$ cat src/bscPkg.sv
package bscPkg;

	typedef logic [31:0] addrT;
	typedef logic [26:0] extAddrT;
	typedef logic [31:0] dataT;
	typedef logic [3:0] byteEnT;
	typedef logic [1:0] areaT;
	typedef logic [1:0] sizeT;
	typedef logic [1:0] waitSelT;
	typedef logic [4:0] regOffsetT;

	typedef logic [15:0] bcr1T;     // Long waits at [11:10] areas 2/3, [9:8] area 1, [7:6] area 0
	typedef logic [15:0] bcr2T;     // Widths at [7:6] area 3, [5:4] area 2, [3:2] area 1
	typedef logic [15:0] wcrT;      // Wait field of area n at [2n+1:2n]
	typedef logic [15:0] mcrT;      // Bit 2 enables refresh
	typedef logic [15:0] rtcsrT;    // Clock select at [5:3]
	typedef logic [7:0] rtcntT;
	typedef logic [7:0] rtcorT;

	localparam sizeT sizeByte = 2'b01;
	localparam sizeT sizeWord = 2'b10;
	localparam sizeT sizeLong = 2'b11;

	localparam addrT regBase = 32'hFFFF_FFE0;
	localparam logic [15:0] regKey = 16'hA55A;

	// Address bits 31:27, bit 29 selects the cache-through mirror
	localparam logic [4:0] extSpacePattern = 5'b00000;
	localparam logic [4:0] extSpaceMask = 5'b11011;

	localparam regOffsetT offBcr1 = 5'h00;
	localparam regOffsetT offBcr2 = 5'h04;
	localparam regOffsetT offWcr = 5'h08;
	localparam regOffsetT offMcr = 5'h0C;
	localparam regOffsetT offRtcsr = 5'h10;
	localparam regOffsetT offRtcnt = 5'h14;
	localparam regOffsetT offRtcor = 5'h18;

	localparam bcr1T bcr1Reset = 16'h03C0;
	localparam bcr1T bcr1WrMask = 16'h0FC0;
	localparam bcr1T bcr1RdMask = 16'h0FC0;
	localparam bcr2T bcr2Reset = 16'h00FC;    // Areas 1 to 3 start as long
	localparam bcr2T bcr2WrMask = 16'h00FC;
	localparam bcr2T bcr2RdMask = 16'h00FC;
	localparam wcrT wcrReset = 16'h00FF;
	localparam wcrT wcrWrMask = 16'h00FF;
	localparam wcrT wcrRdMask = 16'h00FF;
	localparam mcrT mcrReset = 16'h0000;
	localparam mcrT mcrWrMask = 16'h0004;
	localparam mcrT mcrRdMask = 16'h0004;
	localparam rtcsrT rtcsrReset = 16'h0000;
	localparam rtcsrT rtcsrWrMask = 16'h0038;
	localparam rtcsrT rtcsrRdMask = 16'h0038;
	localparam rtcntT rtcntReset = 8'h00;
	localparam rtcntT rtcntWrMask = 8'hFF;
	localparam rtcntT rtcntRdMask = 8'hFF;
	localparam rtcorT rtcorReset = 8'h00;
	localparam rtcorT rtcorWrMask = 8'hFF;
	localparam rtcorT rtcorRdMask = 8'hFF;

endpackage

$ cat src/bscCfgIf.sv
`timescale 1ns/1ps

interface bscCfgIf;
	import bscPkg::*;

	sizeT [3:0] areaSize;           // Area 0 follows the boot pins
	waitSelT [3:0] areaWait;
	waitSelT [3:0] areaLongWait;    // Only counts with wait field 3

	modport cfgSource (
		output areaSize,
		output areaWait,
		output areaLongWait
	);

	modport cfgSink (
		input areaSize,
		input areaWait,
		input areaLongWait
	);

endinterface

$ cat src/bscLaneIf.sv
`timescale 1ns/1ps

interface bscLaneIf;
	import bscPkg::*;

	logic start;            // Request accepted
	logic cycleEnd;         // T2 of the current external cycle
	logic lastCycle;
	logic [1:0] addrLow;
	byteEnT cycleWe;        // Lane strobes, active high
	dataT cycleData;

	modport laneCtrl (
		output start,
		output cycleEnd,
		input lastCycle,
		input addrLow,
		input cycleWe,
		input cycleData
	);

	modport laneData (
		input start,
		input cycleEnd,
		output lastCycle,
		output addrLow,
		output cycleWe,
		output cycleData
	);

endinterface

$ cat src/bscControlRegs.sv
`timescale 1ns/1ps

module bscControlRegs (
	input  logic CLK,
	input  logic RST_N,
	input  bscPkg::addrT cpuAddr,
	input  bscPkg::dataT cpuWrData,
	input  logic cpuWe,
	input  logic cpuReq,
	input  bscPkg::sizeT bootMode,
	input  logic [6:0] prescaleTicks,
	input  bscPkg::dataT laneRdData,
	input  logic refreshTaken,
	output logic refreshReq,
	output bscPkg::dataT cpuRdData,
	bscCfgIf.cfgSource cfg
);
	import bscPkg::*;

	bcr1T bcr1;
	bcr2T bcr2;
	wcrT wcr;
	mcrT mcr;
	rtcsrT rtcsr;
	rtcntT rtcnt;
	rtcorT rtcor;

	logic regSel;
	logic regWrite;
	logic regRead;
	regOffsetT regOffset;
	logic [2:0] clkSel;
	logic tickSel;
	logic tickPrev;
	logic tick;
	rtcntT cntNext;
	logic [15:0] regRdValue;
	dataT regRdBuf;
	logic rdFromRegs;

	assign regSel = cpuAddr >= regBase;
	assign regOffset = {cpuAddr[4:2], 2'b00};
	assign regWrite = cpuReq && cpuWe && regSel && (cpuWrData[31:16] == regKey);
	assign regRead = cpuReq && !cpuWe && regSel;

	assign clkSel = rtcsr[5:3];
	assign tickSel = (clkSel == 3'd0) ? 1'b0 : prescaleTicks[clkSel - 3'd1];
	assign tick = tickSel && !tickPrev;     // Rising edge of the selected tap
	assign cntNext = rtcnt + 8'd1;

	always_ff @(posedge CLK or negedge RST_N) begin
		if (!RST_N) begin
			bcr1 <= bcr1Reset;
			bcr2 <= bcr2Reset;
			wcr <= wcrReset;
			mcr <= mcrReset;
			rtcsr <= rtcsrReset;
			rtcnt <= rtcntReset;
			rtcor <= rtcorReset;
			tickPrev <= 1'b0;
			refreshReq <= 1'b0;
			rdFromRegs <= 1'b0;
		end else begin
			tickPrev <= tickSel;
			if (refreshTaken) begin
				refreshReq <= 1'b0;
			end
			if (tick) begin
				if (cntNext == rtcor) begin
					rtcnt <= '0;
					if (mcr[2]) begin       // Refresh enable
						refreshReq <= 1'b1;
					end
				end else begin
					rtcnt <= cntNext;
				end
			end
			if (regWrite) begin
				case (regOffset)
					offBcr1: bcr1 <= cpuWrData[15:0] & bcr1WrMask;
					offBcr2: bcr2 <= cpuWrData[15:0] & bcr2WrMask;
					offWcr: wcr <= cpuWrData[15:0] & wcrWrMask;
					offMcr: mcr <= cpuWrData[15:0] & mcrWrMask;
					offRtcsr: rtcsr <= cpuWrData[15:0] & rtcsrWrMask;
					offRtcnt: rtcnt <= cpuWrData[7:0] & rtcntWrMask;
					offRtcor: rtcor <= cpuWrData[7:0] & rtcorWrMask;
					default: ;
				endcase
			end
			if (cpuReq && !cpuWe) begin
				rdFromRegs <= regSel;       // Source of the last read
			end
		end
	end

	always_comb begin
		case (regOffset)
			offBcr1: regRdValue = bcr1 & bcr1RdMask;
			offBcr2: regRdValue = bcr2 & bcr2RdMask;
			offWcr: regRdValue = wcr & wcrRdMask;
			offMcr: regRdValue = mcr & mcrRdMask;
			offRtcsr: regRdValue = rtcsr & rtcsrRdMask;
			offRtcnt: regRdValue = {8'h00, rtcnt & rtcntRdMask};
			offRtcor: regRdValue = {8'h00, rtcor & rtcorRdMask};
			default: regRdValue = '0;
		endcase
	end

	always_ff @(posedge CLK) begin
		if (regRead) begin
			regRdBuf <= {16'h0000, regRdValue};
		end
	end

	assign cpuRdData = rdFromRegs ? regRdBuf : laneRdData;

	assign cfg.areaSize = {bcr2[7:6], bcr2[5:4], bcr2[3:2], sizeT'(bootMode + 2'd1)};
	assign cfg.areaWait = wcr[7:0];
	assign cfg.areaLongWait = {bcr1[11:10], bcr1[11:10], bcr1[9:8], bcr1[7:6]};

endmodule

$ cat src/bscCycleSequencer.sv
`timescale 1ns/1ps

module bscCycleSequencer (
	input  logic CLK,
	input  logic RST_N,
	input  bscPkg::addrT cpuAddr,
	input  logic cpuWe,
	input  logic cpuReq,
	input  logic waitN,
	input  logic refreshReq,
	output logic cpuBusy,
	output logic refreshTaken,
	output bscPkg::extAddrT addr,
	output logic busStartN,
	output logic [3:0] chipSelN,
	output logic rdWrN,
	output logic rdN,
	output bscPkg::byteEnT weN,
	output logic rfs,
	output bscPkg::dataT dataOut,
	bscCfgIf.cfgSink cfg,
	bscLaneIf.laneCtrl lane
);
	import bscPkg::*;

	typedef enum logic [2:0] {
		T0,
		T1,
		TW,
		T2,
		TRFS1,
		TRFS2
	} busStateT;

	busStateT state;
	logic [2:0] waitCnt;
	logic [1:0] rfsCnt;
	logic [24:0] addrHi;
	logic weLatch;
	areaT area;
	logic extReq;
	logic accept;
	logic inCycle;
	logic strobeOn;
	logic [2:0] waitLoad;

	function automatic logic [2:0] waitCycles(input waitSelT waitSel, input waitSelT longWait);
		logic [2:0] cycles;
		case (waitSel)
			2'd0: cycles = 3'd0;
			2'd1: cycles = 3'd1;
			2'd2: cycles = 3'd2;
			default: cycles = 3'd3 + {1'b0, longWait};
		endcase
		return cycles;
	endfunction

	assign extReq = cpuReq && ((cpuAddr[31:27] & extSpaceMask) == extSpacePattern);
	assign accept = (state == T0) && extReq && !refreshReq;
	assign refreshTaken = (state == T0) && refreshReq;     // Refresh wins over the CPU
	assign area = addrHi[24:23];
	assign waitLoad = waitCycles(cfg.areaWait[area], cfg.areaLongWait[area]);

	always_ff @(posedge CLK or negedge RST_N) begin
		if (!RST_N) begin
			state <= T0;
			waitCnt <= '0;
			rfsCnt <= '0;
		end else begin
			case (state)
				T0: begin
					if (refreshReq) begin
						rfsCnt <= 2'd3;
						state <= TRFS1;
					end else if (accept) begin
						state <= T1;
					end
				end
				T1: begin
					if (waitLoad == 3'd0) begin
						state <= T2;
					end else begin
						waitCnt <= waitLoad - 3'd1;
						state <= TW;
					end
				end
				TW: begin
					if (waitCnt != 3'd0) begin
						waitCnt <= waitCnt - 3'd1;
					end else if (waitN) begin   // External stretch after counted waits
						state <= T2;
					end
				end
				T2: state <= lane.lastCycle ? T0 : T1;
				TRFS1: begin
					if (rfsCnt != 2'd0) begin
						rfsCnt <= rfsCnt - 2'd1;
					end else begin
						state <= TRFS2;
					end
				end
				TRFS2: state <= T0;
				default: state <= T0;
			endcase
		end
	end

	always_ff @(posedge CLK) begin
		if (accept) begin
			addrHi <= cpuAddr[26:2];
			weLatch <= cpuWe;
		end
	end

	assign inCycle = state inside {T1, TW, T2};
	assign strobeOn = state inside {T1, TW};    // Strobes drop in T2

	assign lane.start = accept;
	assign lane.cycleEnd = state == T2;

	assign cpuBusy = extReq && !((state == T2) && lane.lastCycle);

	assign addr = {addrHi, lane.addrLow};
	assign busStartN = state != T1;
	assign chipSelN = inCycle ? ~(4'b0001 << area) : 4'b1111;
	assign rdWrN = !(inCycle && weLatch);
	assign rdN = !(strobeOn && !weLatch);
	assign weN = (strobeOn && weLatch) ? ~lane.cycleWe : 4'b1111;
	assign dataOut = (inCycle && weLatch) ? lane.cycleData : '0;

	// Second and fourth refresh cycle
	assign rfs = (state == TRFS1) && !rfsCnt[0];

endmodule

$ cat src/bscLaneSteer.sv
`timescale 1ns/1ps

module bscLaneSteer #(
	parameter bit byteSizeEn = 1'b1,
	parameter bit wordSizeEn = 1'b1
) (
	input  logic CLK,
	input  logic RST_N,
	input  bscPkg::addrT cpuAddr,
	input  bscPkg::dataT cpuWrData,
	input  bscPkg::byteEnT cpuByteEn,
	input  logic cpuWe,
	input  bscPkg::dataT dataIn,
	output bscPkg::dataT laneRdData,
	bscCfgIf.cfgSink cfg,
	bscLaneIf.laneData lane
);
	import bscPkg::*;

	sizeT portSize;
	sizeT reqSize;
	logic [1:0] chunk;
	logic [1:0] firstChunk;
	logic [2:0] nextOff;
	logic weL;
	byteEnT byteEnL;
	byteEnT shiftedBe;
	byteEnT restBe;
	dataT wrDataL;
	dataT shiftedWr;
	dataT rdBuf;
	dataT placed;
	dataT laneMask;
	dataT merged;

	function automatic sizeT effSize(input sizeT code);
		sizeT res;
		case (code)
			sizeByte: res = byteSizeEn ? sizeByte : sizeLong;
			sizeWord: res = wordSizeEn ? sizeWord : sizeLong;
			default: res = sizeLong;
		endcase
		return res;
	endfunction

	assign reqSize = effSize(cfg.areaSize[cpuAddr[26:25]]);

	always_comb begin
		case (reqSize)
			sizeByte: firstChunk = cpuAddr[1:0];
			sizeWord: firstChunk = {cpuAddr[1], 1'b0};
			default: firstChunk = 2'b00;
		endcase
	end

	always_ff @(posedge CLK or negedge RST_N) begin
		if (!RST_N) begin
			chunk <= '0;
			portSize <= sizeLong;
			weL <= 1'b0;
		end else if (lane.start) begin
			chunk <= firstChunk;
			portSize <= reqSize;
			weL <= cpuWe;
		end else if (lane.cycleEnd && !lane.lastCycle) begin
			chunk <= nextOff[1:0];
		end
	end

	always_ff @(posedge CLK) begin
		if (lane.start) begin
			byteEnL <= cpuByteEn;
			wrDataL <= cpuWrData;
			rdBuf <= '0;
		end else if (lane.cycleEnd && !weL) begin
			rdBuf <= merged;
		end
	end

	// Byte offset 0 is bits 31:24, so shifting left brings the chunk to the top
	assign shiftedWr = wrDataL << {chunk, 3'b000};
	assign shiftedBe = byteEnL << chunk;

	always_comb begin
		case (portSize)
			sizeByte: begin
				nextOff = {1'b0, chunk} + 3'd1;
				lane.cycleData = {24'h000000, shiftedWr[31:24]};
				lane.cycleWe = {3'b000, shiftedBe[3]};
				placed = {dataIn[7:0], 24'h000000} >> {chunk, 3'b000};
				laneMask = 32'hFF00_0000 >> {chunk, 3'b000};
			end
			sizeWord: begin
				nextOff = {1'b0, chunk} + 3'd2;
				lane.cycleData = {16'h0000, shiftedWr[31:16]};
				lane.cycleWe = {2'b00, shiftedBe[3:2]};
				placed = {dataIn[15:0], 16'h0000} >> {chunk, 3'b000};
				laneMask = 32'hFFFF_0000 >> {chunk, 3'b000};
			end
			default: begin
				nextOff = {1'b0, chunk} + 3'd4;
				lane.cycleData = shiftedWr;
				lane.cycleWe = shiftedBe;
				placed = dataIn;
				laneMask = 32'hFFFF_FFFF;
			end
		endcase
	end

	assign restBe = byteEnL << nextOff[1:0];    // Enabled bytes past this chunk
	assign lane.lastCycle = nextOff[2] || (restBe == 4'b0000);
	assign lane.addrLow = chunk;

	assign merged = (rdBuf & ~laneMask) | (placed & laneMask);
	assign laneRdData = (lane.cycleEnd && !weL) ? merged : rdBuf;

endmodule

$ cat src/bscTop.sv
`timescale 1ns/1ps

module bscTop #(
	parameter bit byteSizeEn = 1'b1,
	parameter bit wordSizeEn = 1'b1
) (
	input  logic CLK,
	input  logic RST_N,
	input  bscPkg::addrT cpuAddr,
	input  bscPkg::dataT cpuWrData,
	input  bscPkg::byteEnT cpuByteEn,
	input  logic cpuWe,
	input  logic cpuReq,
	input  logic [6:0] prescaleTicks,
	input  logic [1:0] bootMode,
	input  bscPkg::dataT dataIn,
	input  logic waitN,
	output bscPkg::dataT cpuRdData,
	output logic cpuBusy,
	output bscPkg::extAddrT addr,
	output bscPkg::dataT dataOut,
	output logic busStartN,
	output logic [3:0] chipSelN,
	output logic rdWrN,
	output logic rdN,
	output bscPkg::byteEnT weN,
	output logic rfs
);
	import bscPkg::*;

	dataT laneRdData;
	logic refreshReq;
	logic refreshTaken;

	bscCfgIf cfgBus ();
	bscLaneIf laneBus ();

	bscControlRegs regs (
		.CLK(CLK),
		.RST_N(RST_N),
		.cpuAddr(cpuAddr),
		.cpuWrData(cpuWrData),
		.cpuWe(cpuWe),
		.cpuReq(cpuReq),
		.bootMode(bootMode),
		.prescaleTicks(prescaleTicks),
		.laneRdData(laneRdData),
		.refreshTaken(refreshTaken),
		.refreshReq(refreshReq),
		.cpuRdData(cpuRdData),
		.cfg(cfgBus.cfgSource)
	);

	bscCycleSequencer seq (
		.CLK(CLK),
		.RST_N(RST_N),
		.cpuAddr(cpuAddr),
		.cpuWe(cpuWe),
		.cpuReq(cpuReq),
		.waitN(waitN),
		.refreshReq(refreshReq),
		.cpuBusy(cpuBusy),
		.refreshTaken(refreshTaken),
		.addr(addr),
		.busStartN(busStartN),
		.chipSelN(chipSelN),
		.rdWrN(rdWrN),
		.rdN(rdN),
		.weN(weN),
		.rfs(rfs),
		.dataOut(dataOut),
		.cfg(cfgBus.cfgSink),
		.lane(laneBus.laneCtrl)
	);

	bscLaneSteer #(
		.byteSizeEn(byteSizeEn),
		.wordSizeEn(wordSizeEn)
	) steer (
		.CLK(CLK),
		.RST_N(RST_N),
		.cpuAddr(cpuAddr),
		.cpuWrData(cpuWrData),
		.cpuByteEn(cpuByteEn),
		.cpuWe(cpuWe),
		.dataIn(dataIn),
		.laneRdData(laneRdData),
		.cfg(cfgBus.cfgSink),
		.lane(laneBus.laneData)
	);

endmodule

$ cat config.mk
export PLATFORM = sky130hd
export DESIGN_NAME = bscTop
export DESIGN_NICKNAME = d
export VERILOG_FILES = /design/src/bscPkg.sv /design/src/bscCfgIf.sv /design/src/bscLaneIf.sv /design/src/bscControlRegs.sv /design/src/bscCycleSequencer.sv /design/src/bscLaneSteer.sv /design/src/bscTop.sv
export SDC_FILE = /design/constraint.sdc
export NUM_CORES = 1
export LEC_CHECK = 0
export BUFFER_PORTS_ARGS = -buffer_cell sky130_fd_sc_hd__buf_2
export CAP_MARGIN = 5
export CORE_MARGIN = 10
export CORE_UTILIZATION = 50
export DETAILED_ROUTE_END_ITERATION = 16
export PLACE_DENSITY_LB_ADDON = 0.25
export SYNTH_ARGS = -nofsm -noshare
export SYNTH_HDL_FRONTEND = slang
export SYNTH_SLANG_ARGS = --single-unit
$ cat constraint.sdc
create_clock -name CLK -period 9.3 [get_ports CLK]
set_input_delay 1.395 -clock CLK [delete_from_list [all_inputs] [get_ports CLK]]
set_output_delay 1.395 -clock CLK [all_outputs]
set_load 0.01 [all_outputs]
# Word-level counts from Yosys, hierarchy flattened
# Cells that the tools add are included.
# totals
ff_bits	166
out_inout_bits	104
elab_cells	177
# op_classes
n_addsub	10
order_cmp	4
eq_ne	29
n_shift	8
n_mux	47
bitwise_logic	6
n_reduce_logical	51
# op_table
operator	n
one-hot mux 32 bit (2 select lines)	3
2-to-1 mux 32 bit	3
one-hot mux 12 bit (7 select lines)	1
bitwise AND 32 bit	2
>> shifter 32 x 5 -> 32 bit	2
>> shifter 32 x 5 -> 32 bit, first input constant	2
>= comparator 32 bit, second input constant	1
2-to-1 mux 8 bit	4
inverter 32 bit	1
bitwise OR 32 bit	1
<< shifter 32 x 5 -> 32 bit	1
2-to-1 mux 3 bit	7
logical AND 1 bit	18
equality test 16 bit, second input constant	1
one-hot mux 3 bit (5 select lines)	1
2-to-1 mux 2 bit	7
binary-select mux 2 bit (select 2 bit)	3
equality test 3 x 2 -> 1 bit, second input constant	4
equality test 3 bit, second input constant	4
one-hot mux 2 bit (2 select lines)	3
one-hot mux 3 bit (2 select lines)	2
AND reduction 2 bit	6
logical NOT 1 bit	10
logical NOT 5 bit	2
other kinds (34)	66

# Logic depth before layout (Yosys ltp)
# logic_depth
ltp_word	9
ltp_mapped	13

# Hierarchy
# A second synthesis with hierarchy kept.
# unflattened
cells_unflattened	909
hier_area_um2	9400.3
# by_module_without_submodules
mod	instances	cells_each	area_each_um2	seq_area_each_um2
bscLaneSteer	1	428	4240.3	1849.3
bscControlRegs	1	310	3319.4	1458.9
bscCycleSequencer	1	171	1840.5	980.9

# Worst setup path before layout
# No wires, ideal clock.
# synth_path
path_type	in2reg
from	in cpuAddr[28]
to	reg seq.addrHi[0], enable pin
arrival_ps	3933
t_required_ps	8849
setup_slack_ps	4917
cell_stages	5
n_path_buf	2
cell_sequence	nor4_1 nand2_1 nor2b_1 clkbuf_1 clkbuf_1
# synth_via
elab_chain_len	4
# synth_rtl
item	line_no	rtl
from (decl)	bscTop.sv:9	input bscPkg::addrT cpuAddr,
logical NOT 5 bit	bscCycleSequencer.sv:58	assign extReq = cpuReq && ((cpuAddr[31:27] & extSpaceMask) == extSpacePattern);
logical AND 1 bit	bscCycleSequencer.sv:58	
logical AND 1 bit (2 in a row)	bscCycleSequencer.sv:59	assign accept = (state == T0) && extReq && !refreshReq;
named net laneBus.start	bscLaneIf.sv:6	logic start;
to (signal assigned)	bscCycleSequencer.sv:110	addrHi <= cpuAddr[26:2];
to (decl)	bscCycleSequencer.sv:38	logic [24:0] addrHi;
# The timed path passes the listed nets, and every way through them passes these cells.
# A chain may end at the register's enable or synchronous reset.

# Worst setup path after layout
# layout_path
from	reg steer.portSize[0]
to	out cpuBusy
# layout_via
elab_chain_len	8
elab_cells_between_ends	9
classes_between	2 x eq/ne; 1 x shift; 1 x mux; 5 x reduce/logical
# layout_rtl
item	line_no	rtl
from (decl)	bscLaneSteer.sv:20	sizeT portSize;
from (signal assigned)	bscLaneSteer.sv:59	portSize <= sizeLong;
from (signal assigned)	bscLaneSteer.sv:63	portSize <= reqSize;
equality test 2 bit / equality test 2 x 1 -> 1 bit (equally long branches)	bscLaneSteer.sv:85	case (portSize)
one-hot mux 3 bit (2 select lines) *	bscLaneSteer.sv:85	
<< shifter 4 x 2 -> 4 bit	bscLaneSteer.sv:110	assign restBe = byteEnL << nextOff[1:0];
logical NOT 4 bit	bscLaneSteer.sv:111	assign lane.lastCycle = nextOff[2] || (restBe == 4'b0000);
logical OR 1 bit *	bscLaneSteer.sv:111	
logical AND 1 bit *	bscCycleSequencer.sv:121	assign cpuBusy = extReq && !((state == T2) && lane.lastCycle);
logical NOT 1 bit *	bscCycleSequencer.sv:121	
logical AND 1 bit *	bscCycleSequencer.sv:121	
to (decl)	bscTop.sv:19	output logic cpuBusy,
# Mark *: on every way between the ends. The rest lies on a longest branch, timed or not.

==> impl_metrics.csv <==
group,metric,value,unit
grt,overflow,0,
clock_tree,post_cts.repair.setup_buffers,0,
setup_path,regToRegSetupSlack,5830,ps
grt,grt_pass1_vias,7784,
logic_synthesis,post-synth-top-count-cell,"nor2_1",
status,status,"finished clean",
logic_synthesis,synth_common_cells,"nor2_1, edfxtp_1, a21oi_1",
logic_synthesis,synth_cells,896,
clock_tree,worstSkewPairLatency,430,ps
route,vias_per_cell,5.830,
floorplan,ios,218,
logic_synthesis,synth_cell_types,75,
route,first_iter_violations,568,
clock_tree,cts-buffers-inserted,17,
grt,grt_usage,0.2216,
sta,tightestPinTransition,1182,ps
setup_path,crit_fanout,64,
place,hpwl,20450,µm
logic_synthesis,synth_ff_type,"edfxtp_1",
setup_path,required,7910,ps
sta,period_share,0.5259,
setup_path,rr_worst_depth,9,
logic_synthesis,ys_ff_latch,162,
setup_path,rr_startpoint,"steer.portSize[0]$_DFFE_PN1P_",
floorplan,core_area,17900,µm²
power_and_ir_drop,cellPowerDensity,244.8,nW/µm²
route,drt_wl_total,26860,µm
floorplan,fp.dieW,154.7,µm
route,vias,7737,
clock_tree,cts_root_buffer,"clkbuf_16",
setup_path,cp-endpoint,"cpuBusy",
clock_tree,htreeDepth,4,
clock_tree,postCtsHoldBufs,0,
route,ant_nets,0,
hold_path,hold_class,"flop to flop",
sta,hold_viol_final,0,
clock_tree,cts_tree,"done",
sta,slew_viol_final,0,
logic_synthesis,syn-num-nets,1025,
grt,grt_max_degree,79,
finish,nNetsFinal,1213,
grt,antenna_found_initial,3,
setup_path,criticalPathCategory,"flop to output pin",
power_and_ir_drop,power.leakage,4.588,nW
setup_path,cp_data_arrival_time,3500,ps
logic_synthesis,avgSynthCellArea,10.12,µm²
logic_synthesis,synth-warning-count,0,
floorplan,dieArea,23930,µm²
route,dr.pass1.iters,5,
sta,slew_headroom,0.2091,
clock_tree,clock_path_buffers,2,
setup_path,worstSetupStartpointType,"flop",
sta,totalNegativeSetupSlack,0,ps
sta,skew,8.235,ps
setup_path,crit_start,"steer.portSize[0]$_DFFE_PN1P_",
logic_synthesis,synth_edf_count,74,
logic_synthesis,ys_seq_area_frac,0.4728,
logic_synthesis,syn_area,9071,µm²
floorplan,initial_core_util,0.5067,
power_and_ir_drop,ir_drop,0.0001601,V
finish,area_delta_synth_final,19.55,%
place,pre_cts_ws,4797,ps
setup_path,cp-end-kind,"output pin",
place,port_buffers,217,
sta,setup_slack,4409,ps
sta,rsz0062_at_grt,"no",
floorplan,die_y,154.7,µm
clock_tree,post_cts_resized,0,
sta,fin_crit,4891,ps
logic_synthesis,synth_top_area_share,0.2450,
power_and_ir_drop,p_total,2.655,mW
finish,drive_gt1_frac,0.3309,
floorplan,row_count,49,
route,wl_per_cell,20.24,µm
logic_synthesis,synth_top_area_cell,"edfxtp_1",
route,drc,0,
clock_tree,clkTransAtPathRegs,70,ps
sta,max_freq,0.2045,GHz
clock_tree,clkSinkCount,162,
logic_synthesis,async_reset_ff_frac,0.3457,
sta,setup_viol,0,
grt,grt_pass1_wl,42610,µm
place,gp_congestion,0.9122,
run,drv_cap,0,
setup_path,timing.rr.end,"steer.lane.addrLow[0]$_DFFE_PN0P_",
logic_synthesis,synthTopCellsByArea,"edfxtp_1, dfrtp_1, dfxtp_1",
cells in the final DEF, fill, tap and decap left out, types with 8 or more instances in the layout:
cell,count
mux2_2,47
o21ai_0,46
a2bb2oi_1,8
nand4_1,11
inv_1,22
a22oi_1,36
clkbuf_16,17
mux4_2,18
a221oi_1,9
dfstp_2,20
dfxtp_1,32
ha_1,14
dfrtp_1,35
nand2_1,65
a21oi_1,66
nand3_1,20
buf_2,217
nor2b_1,28
nor2_1,146
edfxtp_1,74
mux2i_1,25
sequential cells by signal (all words and copies together) (netlist names), 6 cells and up:
| name | cells |
|---|---|
| steer.rdBuf | 32 |
| regs.regRdBuf | 12 |
| regs.rtcnt | 8 |
| regs.bcr2 | 6 |
| regs.rtcor | 8 |
| regs.wcr | 8 |
| seq.addrHi | 25 |
| steer.wrDataL | 32 |
| regs.bcr1 | 6 |
report_power, final:
group	internal, mW	switching [mW]	total [mW]
registers	0.836	0.0744	0.910
clock network	0.375	0.308	0.684
logic	0.429	0.632	1.06
total	1.64	1.01	2.65
cells by family (layout without fill, tap and decap cells):
logic type               after synthesis  count (layout)  share of synthesized area
AND/OR/NAND/NOR                      331             331                     0.1814
flip-flops                           162             162                     0.4728
XOR/XNOR                              10              10                   0.009655
other                                  0               1                          0
adder cells (fa/ha/maj)               15              15                    0.02069
multiplexers                          91              91                     0.1319
buffers and inverters                 78             279                    0.03586
AO/OA/AOI/OAI                        209             209                     0.1477
critical path, stage by stage (launching register included):
cell and delay (ps):
dfstp_2 550, inv_1 70, ha_2 1060, o21ai_0 340, a221oi_2 290, o21ai_1 90, a31o_1 260, a31oi_1 230
buf_2 170
metal layers:
| metal | global-route usage | vias to the layer above | wire length (µm) |
|---|---|---|---|
| met4 | 0.08502 | 2 | 678 |
| met5 | 0 | - | 7 |
| met1 | 0.2730 | 3684 | 11170 |
| li1 | - | 3669 | - |
| met3 | 0.05075 | 50 | 1938 |
| met2 | 0.3694 | 332 | 13060 |
area by class of cell:
type	instances	area (µm²)
Multi-Input combinational cell	656	4467
Timing Repair Buffer	223	1135
Inverter	24	90.09
Fill cell	1543	7058
Antenna cell	1	2.502
Clock inverter	15	147.6
Sequential cell	162	4290
Tap cell	229	286.5
Clock buffer	17	425.4
metrics by stage:
step / utilization / hold WS [ps] / instances / cell area (µm²)
2_1_floorplan: - / 442.1 / 896 / 9071
3_3_place_gp: 0.5730 / 455.7 / 1293 / 10260
3_5_place_dp: 0.5730 / 468.8 / 1293 / 10260
4_1_cts: 0.6050 / 484.2 / 1325 / 10830
5_1_grt: 0.6056 / 502.2 / 1326 / 10840
6_report: 0.6057 / 479.2 / 1327 / 10840
how the worst min path moves through the flow:
| stage | to | slack [ps] | cells after the start | start |
|---|---|---|---|---|
| 2_1_floorplan | steer.rdBuf[0]$_SDFF_PP0_ | 440 | 2 | steer.rdBuf[0]$_SDFF_PP0_ |
| 3_3_place_gp | steer.rdBuf[9]$_SDFF_PP0_ | 460 | 2 | steer.rdBuf[9]$_SDFF_PP0_ |
| 3_5_place_dp | regs.rdFromRegs$_DFFE_PN0P_ | 470 | 1 | regs.rdFromRegs$_DFFE_PN0P_ |
| 4_1_cts | regs.rdFromRegs$_DFFE_PN0P_ | 480 | 1 | regs.rdFromRegs$_DFFE_PN0P_ |
| 5_1_grt | regs.rdFromRegs$_DFFE_PN0P_ | 500 | 1 | regs.rdFromRegs$_DFFE_PN0P_ |
| 6_report | regs.rdFromRegs$_DFFE_PN0P_ | 480 | 1 | regs.rdFromRegs$_DFFE_PN0P_ |
Power figures use the tool's default switching activity.
